[config.mk]
export PLATFORM = sky130hd
export DESIGN_NAME = wb_arbiter
export DESIGN_NICKNAME = d
export VERILOG_FILES = /design/src/rv_int_pkg.sv /design/src/wb_arbiter.sv
export SDC_FILE = /design/constraint.sdc
export NUM_CORES = 1
export LEC_CHECK = 0
export ABC_AREA = 0
export BUFFER_PORTS_ARGS = -buffer_cell sky130_fd_sc_hd__buf_2
export CELL_PAD_IN_SITES_DETAIL_PLACEMENT = 0
export CELL_PAD_IN_SITES_GLOBAL_PLACEMENT = 1
export CORE_MARGIN = 8
export CORE_UTILIZATION = 11
export DETAILED_ROUTE_END_ITERATION = 10
export PLACE_DENSITY_LB_ADDON = 0.1
export SYNTH_ARGS = -nofsm -noshare
export SYNTH_HDL_FRONTEND = slang
export SYNTH_SLANG_ARGS = --single-unit
[constraint.sdc]
create_clock -name vclk -period 3.7
set_input_delay 0.555 -clock vclk [all_inputs]
set_output_delay 0.555 -clock vclk [all_outputs]
set_load 0.01 [all_outputs]
[src/rv_int_pkg.sv]
//##########################################################################
// RV64 integer cluster shared types: widths, opcodes, instruction views,
// micro-op and writeback records.
//##########################################################################
package rv_int_pkg;

	localparam int xlen = 64;

	typedef logic [4:0] reg_addr_t;
	typedef logic [xlen-1:0] xword_t;

	localparam logic [6:0] opc_op     = 7'b0110011; // R-type, also MUL.
	localparam logic [6:0] opc_op_imm = 7'b0010011;
	localparam logic [6:0] opc_lui    = 7'b0110111;

	typedef struct packed {
		logic [6:0] funct7;
		reg_addr_t  rs2;
		reg_addr_t  rs1;
		logic [2:0] funct3;
		reg_addr_t  rd;
		logic [6:0] opcode;
	} r_view_t;

	typedef struct packed {
		logic [11:0] imm12;
		reg_addr_t   rs1;
		logic [2:0]  funct3;
		reg_addr_t   rd;
		logic [6:0]  opcode;
	} i_view_t;

	// Same word, two field layouts.
	typedef union packed {
		r_view_t r_view;
		i_view_t i_view;
	} instr_u;

	typedef enum logic [3:0] {add, sub, and_, or_, xor_, sll, srl, slt, pass_b} alu_op_e;

	typedef struct packed {
		logic      valid;
		alu_op_e   op;
		reg_addr_t rd;
		xword_t    a;
		xword_t    b;
	} alu_uop_t;

	typedef struct packed {
		logic      valid;
		reg_addr_t rd;
		xword_t    a;
		xword_t    b;
	} mul_uop_t;

	typedef struct packed {
		logic      valid;
		reg_addr_t rd;
		xword_t    data;
	} wb_req_t;

	// Destination tag of one mul stage.
	typedef struct packed {
		logic      valid;
		reg_addr_t rd;
	} mul_tag_t;

endpackage

[src/wb_arbiter.sv]
//##########################################################################
// Writeback arbiter for the single register write port, mul over ALU.
//##########################################################################
`timescale 1ns/1ps

module wb_arbiter (
	input  rv_int_pkg::wb_req_t mul_wb,
	input  rv_int_pkg::wb_req_t alu_wb,
	output rv_int_pkg::wb_req_t wr,
	output logic                alu_grant
);
	logic mul_req;
	logic alu_req;

	// Results for x0 are dropped here.
	assign mul_req = mul_wb.valid && mul_wb.rd != '0;
	assign alu_req = alu_wb.valid && alu_wb.rd != '0;

	// ALU goes only in a cycle with no mul result.
	assign alu_grant = ~mul_wb.valid;

	always_comb begin
		if (mul_req)
			wr = mul_wb;
		else if (alu_req && alu_grant)
			wr = alu_wb;
		else
			wr = '0;
	end

endmodule

==> results.cfg <==
[run_status]
outcome = complete, no violations

[die]
die_x_um = 99.4
die_h_um = 99.4
core_region_area_um2 = 6760
initial_core_util = 0.113
rows = 30
ios = 211
die-area_um2 = 9870

[sta]
setup_slack_ns = 0.918
final.min_clock_period_ns = 2.78
fin_setup_tns_ns = 0
finalCritPeriodShare = 0.752
fmax_mhz = 359
tightest_slew_ns = 0.510
finalSetupViolCount = 0
max-slew-margin-rel = 0.660
timing.final.max_slew_violations = 0
hold_viol = 0
rsz0062_at_grt = no

[drt]
drc_errors = 0
detail_route.first_pass.iterations = 4
drt-initial-drc-count = 24
vias_per_cell = 4.34
vias = 1637
wirelength_um = 6860
drt.antenna.violating_nets = 0
wl_per_cell_um = 18.2

[cells_and_area]
area_growth_pct = 144
multi_input_area_um2 = 669
nClkBuffers = 0
drive_gt1_frac = 0.727
postLayoutCellArea_um2 = 1860
final_common_cell = buf_2
regArea_um2 = 0
fin_util = 0.276
instances_no_fill = 377
antenna_cells = 0
nets = 439
seq_cell_count = 0
final_cell_mix = buf_2 (211), a22o_1 (66), nand2_1 (6), o21ai_0 (3), buf_4 (2)
fill_cells = 776

[placement]
placed_cell_area_um2 = 1860
dp_slack_ns = 0.896
portBuffers = 211
hpwlAfterDp_um = 6000
dpl.cell_count = 377
gp_congestion = 0.771

[critical_path]
cp.required_ns = 3.14
worst_setup_path_end_kind = primary output
cp.arrival_ns = 2.23
worst_setup_path_start_kind = input pin
crit_type = in -> out
critPathMaxFanout = 43

[yosys]
synthCells = 98
synth_area_um2 = 764
yosys.area.top_type_share = 0.756
synthSimpleGateAreaFrac = 0.0671
yosysTopAreaCell = a22o_1
yosysUniqueCellTypes = 15
syn_nets = 238
synth_compound_area_frac = 0.792
synth_warnings = 0
synthAdderAreaFrac = 0
synth_top_family_by_area = compound AO/OA/AOI/OAI gates
yosys-top-cells-area = a22o_1 (76%), buf_6 (8.8%), nand2_1 (2.9%)
synth_mux_area_frac = 0
yosys.area_share.xor_xnor = 0
synth_seq_area_share = 0
syn_area_per_cell_um2 = 7.80

[global_route]
grt-ovfl-total = 0
grt_usage = 0.121
grt_pass1_wl_um = 9770
grt_max_degree = 44
grt_pass1_vias = 1703
antenna_found_initial = 0

[clock_network]
ctsResizeCount = 0
postCtsHoldBufs = 0
postCtsSetupBuffers = 0

[pwr]
p_leak_nw = 1.20
p_per_area_nw_per_um2 = 140
ir_drop_mv = 0.0334

[run]
drv_cap = 0

[min_path]
hold_class = in -> out
## power breakdown
part	internal, mW	switching (mW)	leakage (nW)
combinational	0.138	0.124	1.20
sequential	0	0	0
clock	0	0	0
## logic make-up after synthesis
family,after synthesis
compound gates,71
buf+inv,16
simple gates,11
## through the flow
| step | hold slack [ns] | total power, mW |
|---|---|---|
| after floorplan | 1.26 | 0.120 |
| after global placement | 1.41 | 0.268 |
| after detailed placement | 1.41 | 0.265 |
| after CTS | 1.41 | 0.266 |
| after global routing | 1.42 | 0.285 |
| final | 1.41 | 0.262 |
## cell usage after synthesis
library cell,count
nand2_1,6
or4_1,1
nor3_1,1
or2_1,1
buf_6,6
clkbuf_1,3
o21ai_0,3
a22o_1,66
a21oi_1,1
o21a_1,1
inv_1,1
nor2b_1,1
buf_2,2
buf_1,4
nor2_1,1
## final timing paths
kind / to / cells after the start / start / slack (ns)
worst min-delay path: wr[53] / 3 / mul_wb[53] / 1.41
worst max-delay path: wr[1] / 6 / alu_wb[65] / 0.92
## layer usage
layer | routed length, µm | vias to the layer above | global-route usage
met3 | 809 | 0 | 0.0475
met4 | 0 | 0 | 0
met1 | 2360 | 716 | 0.114
met5 | 0 | - | 0
met2 | 3700 | 105 | 0.251
li1 | - | 816 | -
## worst max-delay path, stage by stage
cell and delay (ns):
buf_2 0.11, or4_1 0.51, o21a_2 0.38, buf_12 0.26, a22o_1 0.25, buf_2 0.15
## area by class of cell
type | count | share of cell area
multi-input cells | 82 | 0.359
well taps | 80 | 0.0537
inverters | 1 | 0.00201
repair buffers | 214 | 0.585
(Power assumes the default switching activity.)
