--- src/rv_int_pkg.sv ---
//##########################################################################
// RV64 integer cluster shared types: widths, opcodes, instruction views,
// micro-op and writeback records.
//##########################################################################
package rv_int_pkg;

	localparam int xlen = 64;

	typedef logic [4:0] reg_addr_t;
	typedef logic [xlen-1:0] xword_t;

	localparam logic [6:0] opc_op     = 7'b0110011; // R-type, also MUL.
	localparam logic [6:0] opc_op_imm = 7'b0010011;
	localparam logic [6:0] opc_lui    = 7'b0110111;

	typedef struct packed {
		logic [6:0] funct7;
		reg_addr_t  rs2;
		reg_addr_t  rs1;
		logic [2:0] funct3;
		reg_addr_t  rd;
		logic [6:0] opcode;
	} r_view_t;

	typedef struct packed {
		logic [11:0] imm12;
		reg_addr_t   rs1;
		logic [2:0]  funct3;
		reg_addr_t   rd;
		logic [6:0]  opcode;
	} i_view_t;

	// Same word, two field layouts.
	typedef union packed {
		r_view_t r_view;
		i_view_t i_view;
	} instr_u;

	typedef enum logic [3:0] {add, sub, and_, or_, xor_, sll, srl, slt, pass_b} alu_op_e;

	typedef struct packed {
		logic      valid;
		alu_op_e   op;
		reg_addr_t rd;
		xword_t    a;
		xword_t    b;
	} alu_uop_t;

	typedef struct packed {
		logic      valid;
		reg_addr_t rd;
		xword_t    a;
		xword_t    b;
	} mul_uop_t;

	typedef struct packed {
		logic      valid;
		reg_addr_t rd;
		xword_t    data;
	} wb_req_t;

	// Destination tag of one mul stage.
	typedef struct packed {
		logic      valid;
		reg_addr_t rd;
	} mul_tag_t;

endpackage

--- src/issue_ctrl.sv ---
//##########################################################################
// Issue stage: decodes the instruction, checks the mul scoreboard,
// raises busy and illegal, and dispatches ALU or MUL micro-ops.
//##########################################################################
`timescale 1ns/1ps

module issue_ctrl (
	input  logic                       clk,
	input  logic                       reset,
	input  logic                       instr_valid,
	input  rv_int_pkg::instr_u         instr,
	output rv_int_pkg::reg_addr_t      raddr1,
	output rv_int_pkg::reg_addr_t      raddr2,
	output logic                       re1,
	output logic                       re2,
	input  rv_int_pkg::xword_t         rdata1,
	input  rv_int_pkg::xword_t         rdata2,
	input  logic                       alu_hold,
	input  rv_int_pkg::mul_tag_t [2:0] pending,
	output rv_int_pkg::alu_uop_t       alu_uop,
	output rv_int_pkg::mul_uop_t       mul_uop,
	output logic                       busy,
	output logic                       illegal
);
	import rv_int_pkg::*;

	logic [6:0] opcode;
	logic       is_r;
	logic       is_i;
	logic       is_lui;
	logic       is_mul;
	logic       legal;
	alu_op_e    op;
	xword_t     imm_i;
	xword_t     imm_u;
	logic       sb_match;
	logic       mul_active;
	logic       alu_live;   // ALU result register is valid this cycle.
	logic       accept;

	assign opcode = instr.r_view.opcode;
	assign is_r   = (opcode == opc_op);
	assign is_i   = (opcode == opc_op_imm);
	assign is_lui = (opcode == opc_lui);

	assign imm_i = {{52{instr.i_view.imm12[11]}}, instr.i_view.imm12};
	// U immediate is the top 20 bits of the I layout.
	assign imm_u = {{32{instr.i_view.imm12[11]}}, instr.i_view.imm12, instr.i_view.rs1,
			instr.i_view.funct3, 12'd0};

	always_comb begin
		op     = add;
		legal  = 1'b0;
		is_mul = 1'b0;
		if (is_r) begin
			legal = 1'b1;
			case ({instr.r_view.funct7, instr.r_view.funct3})
				10'b0000000_000: op = add;
				10'b0100000_000: op = sub;
				10'b0000000_111: op = and_;
				10'b0000000_110: op = or_;
				10'b0000000_100: op = xor_;
				10'b0000000_001: op = sll;
				10'b0000000_101: op = srl;
				10'b0000000_010: op = slt;
				10'b0000001_000: is_mul = 1'b1;
				default:         legal = 1'b0;
			endcase
		end else if (is_i) begin
			legal = 1'b1;
			case (instr.i_view.funct3)
				3'b000:  op = add;
				3'b111:  op = and_;
				3'b110:  op = or_;
				3'b100:  op = xor_;
				default: legal = 1'b0;
			endcase
		end else if (is_lui) begin
			legal = 1'b1;
			op    = pass_b;
		end
	end

	assign raddr1 = instr.r_view.rs1;
	assign raddr2 = instr.r_view.rs2;
	assign re1    = is_r | is_i;
	assign re2    = is_r;           // Only R-type reads rs2.

	// Any live mul stage that this instruction reads or overwrites.
	always_comb begin
		sb_match   = 1'b0;
		mul_active = 1'b0;
		for (int i = 0; i < 3; i++) begin
			if (pending[i].valid) begin
				mul_active = 1'b1;
				if (pending[i].rd != '0 && ((re1 && pending[i].rd == raddr1) ||
						(re2 && pending[i].rd == raddr2) ||
						pending[i].rd == instr.r_view.rd))
					sb_match = 1'b1;
			end
		end
	end

	assign busy   = alu_hold | (mul_active & alu_live) | sb_match;
	assign accept = instr_valid & ~busy;

	always_ff @(posedge clk) begin
		if (reset) begin
			alu_live <= 1'b0;
			illegal  <= 1'b0;
		end else begin
			alu_live <= alu_uop.valid | alu_hold;
			illegal  <= accept & ~legal;
		end
	end

	assign alu_uop.valid = accept & legal & ~is_mul;
	assign alu_uop.op    = op;
	assign alu_uop.rd    = instr.r_view.rd;
	assign alu_uop.a     = rdata1;
	assign alu_uop.b     = is_r ? rdata2 : (is_lui ? imm_u : imm_i);

	assign mul_uop.valid = accept & is_mul;
	assign mul_uop.rd    = instr.r_view.rd;
	assign mul_uop.a     = rdata1;
	assign mul_uop.b     = rdata2;

endmodule

--- config.mk ---
export PLATFORM = sky130hd
export DESIGN_NAME = issue_ctrl
export DESIGN_NICKNAME = d
export VERILOG_FILES = /design/src/rv_int_pkg.sv /design/src/issue_ctrl.sv
export SDC_FILE = /design/constraint.sdc
export NUM_CORES = 1
export LEC_CHECK = 0
export BUFFER_PORTS_ARGS = -buffer_cell sky130_fd_sc_hd__buf_2
export CAP_MARGIN = 25
export CORE_AREA = 2 2 180 182
export DETAILED_ROUTE_END_ITERATION = 8
export DIE_AREA = 0 0 182 184
export PLACE_DENSITY = 0.35
export RECOVER_POWER = 25
export SLEW_MARGIN = 20
export SYNTH_ARGS = -nofsm -noshare
export SYNTH_HDL_FRONTEND = slang
export SYNTH_SLANG_ARGS = --single-unit
--- constraint.sdc ---
create_clock -name clk -period 2.2 [get_ports clk]
set_input_delay 0 -clock clk [delete_from_list [all_inputs] [get_ports clk]]
set_output_delay 0 -clock clk [all_outputs]
set_load 0.05 [all_outputs]
==> flow_summary.json <==
{
  "place_ws_ns": 0.2762,
  "cts_made_buffers": 3,
  "powerDensity_mw_per_mm2": 386.4,
  "period_share": 0.7987,
  "synth_common_cells": "buf_4, a21o_1, nand2_1, xnor2_1, clkbuf_1",
  "cp_top_family": "simple AND/OR/NAND/NOR gates",
  "final_core_util": 0.1238,
  "yosysUniqueCellTypes": 49,
  "cpMostUsedCell": "buf_2",
  "drive_gt1_frac": 0.5733,
  "dp_cells": 931,
  "cts_tree": "done",
  "dpl.hpwl_um": 16380,
  "root_buffer": "clkbuf_16",
  "min_to": "alu_uop[82]",
  "register_area_um2": 40.04,
  "grt_overflow_total": 0,
  "ys_warn_count": 0,
  "finalSetupTns_ns": 0,
  "worstPathMaxFanout": 6,
  "port_buffers": 275,
  "cts-resized-gates": 0,
  "synth_top_area_share": 0.4647,
  "die_w_um": 182,
  "max_clock_freq_ghz": 0.5691,
  "core.rowCount": 65,
  "syn_nets": 660,
  "critPathBufInv": 2,
  "core_mm2": 0.03139,
  "min_period_ns": 1.757,
  "start_util": 0.1096,
  "syn_avg_cell_area_um2": 7.198,
  "reg2regPathDepth": 5,
  "wire_per_inst_um": 19.70,
  "synth_edf_count": 0,
  "min_path_cells": 0,
  "slew_viol_final": 0,
  "drc": 0,
  "crit_path_cell_trace": "buf_2 -> nor3b_1 -> nand2_1 -> nor4_1 -> a211oi_1 -> o221ai_1 -> or3_1 -> buf_2",
  "syn_to_final_growth_pct": 12.91,
  "r2r_start": "alu_live$_SDFF_PP0_",
  "rsz0062_at_grt": "no",
  "hold_viol_final": 0,
  "grt_max_degree": 34,
  "fp.dieH_um": 184,
  "routed_via_density": 3.505,
  "ys_ff_latch": 2,
  "crit_path_end_kind": "output pin",
  "critPathLaunchType": "primary input",
  "slowest_stage": "nor4_1",
  "r2r-end": "alu_live$_SDFF_PP0_",
  "hold_buffers": 0,
  "drtAntennaViolNets": 0,
  "grt_pass1_vias": 3200,
  "vias": 3274,
  "worst_slew_pin_slew_ns": 0.5124,
  "finalClockSkew_ns": 0.0001723,
  "cts.path.max_buffers": 2,
  "syn_area_mm2": 0.003441,
  "clock_sinks": 2,
  "place.gp.congestion": 0.7782,
  "ir_drop_uv": 222.4,
  "yosys-top-cells-area": "buf_4, a21o_1, xnor2_1",
  "syn_inst": 478,
  "yosysTopAreaCell": "buf_4",
  "min_path_type": "primary input to output pin",
  "run_status": "finished, final reports clean",
  "antenna_found_initial": 1,
  "dieArea_mm2": 0.03349,
  "antennaDiodeCount": 0,
  "p_leak_nw": 2.030,
  "max-cap-violations": 0,
  "grt_pass1_wl_um": 24850,
  "setup_viol": 0,
  "wirelength_um": 18400,
  "io_pins": 468,
  "r2r_setup_slack_ns": 0.96,
  "min_from": "rdata1[18]",
  "cts_setup_buffers": 0,
  "crit_type": "primary input to output pin",
  "slowest_delay_ns": 0.36,
  "multiInputGateArea_mm2": 0.001669,
  "n_fill_cell": 3695,
  "ys.flop_type": "dfxtp_1",
  "synth_most_common_cell": "buf_4",
  "insertion_delay_ns": 0.22,
  "stdcell_count": 934,
  "yosysSeqAreaShare": 0.01164,
  "nets": 716,
  "fin_ws_ns": 0.4428,
  "first_pass_iters": 4,
  "async_flop_share": 0,
  "initialDrtViolationCount": 68,
  "worstPathRequired_ns": 2.20,
  "critPathArrivalTime_ns": 1.76,
  "htree_levels": 1,
  "grt.total_usage": 0.1029,
  "maxSlewHeadroom": 0.6576
}
## per-stage QoR
stage	power, mW	hold slack, ns	area [um2]
after floorplan	1.561	0.07674	3441
after global placement	1.242	0.0004994	3810
after detailed placement	1.239	0.0004994	3810
after CTS	1.525	0.0004994	3885
after global routing	1.579	0.0001063	3885
final	1.501	0.00002699	3885
## worst max path at each step
| stage | start | to | cells after the start | slack, ns |
|---|---|---|---|---|
| 2_1_floorplan | instr[2] | alu_uop[137] | 8 | -0.10 |
| 3_3_place_gp | instr[26] | alu_live$_SDFF_PP0_ | 7 | 0.27 |
| 3_5_place_dp | instr[26] | alu_live$_SDFF_PP0_ | 7 | 0.28 |
| 4_1_cts | instr[5] | alu_uop[134] | 9 | 0.37 |
| 5_1_grt | instr[2] | busy | 8 | 0.20 |
| 6_report | instr[2] | busy | 8 | 0.44 |
## per-layer routing
metal  wire length (um)  GRT usage
met5                 13          0
met4                511    0.03065
met3               1884    0.03625
met2               8896     0.1832
met1               7089     0.1153
## cells in the final DEF (no fill, tap or decap), drive strengths merged, types with 4 or more instances in the layout
cell,n
a21o,33
a21oi,20
buf,290
inv,4
mux2i,19
nand2,27
nand3,8
nand3b,13
nor2,7
nor3,11
nor3b,4
nor4,4
o21ai,7
or4,4
xnor2,25
xor2,21
## cells by family after synthesis
logic type,count (synthesis),synth area share
buffers and inverters,244,0.5069
and+or+nand+nor,91,0.1575
AOI/OAI and AO/OA,76,0.1516
xor gates and xnor gates,46,0.1171
muxes,19,0.05527
DFF,2,0.01164
## power by group
group,internal [mW],switching (mW)
clock,0.232,0.0469
combinational,0.322,0.862
sequential,0.0383,0.000408
total,0.592,0.909
## layout make-up
cell class,instances,area share
well taps,402,0.1295
inverters,5,0.004831
clock buffers,3,0.01932
repair buffers,290,0.4064
flip-flops and latches,2,0.01031
multi-input cells,232,0.4296
## state kept, by name, summed over array words and instances (netlist names)
signal / cells
alu_live: 1
illegal: 1
Power figures use the tool's default switching activity.
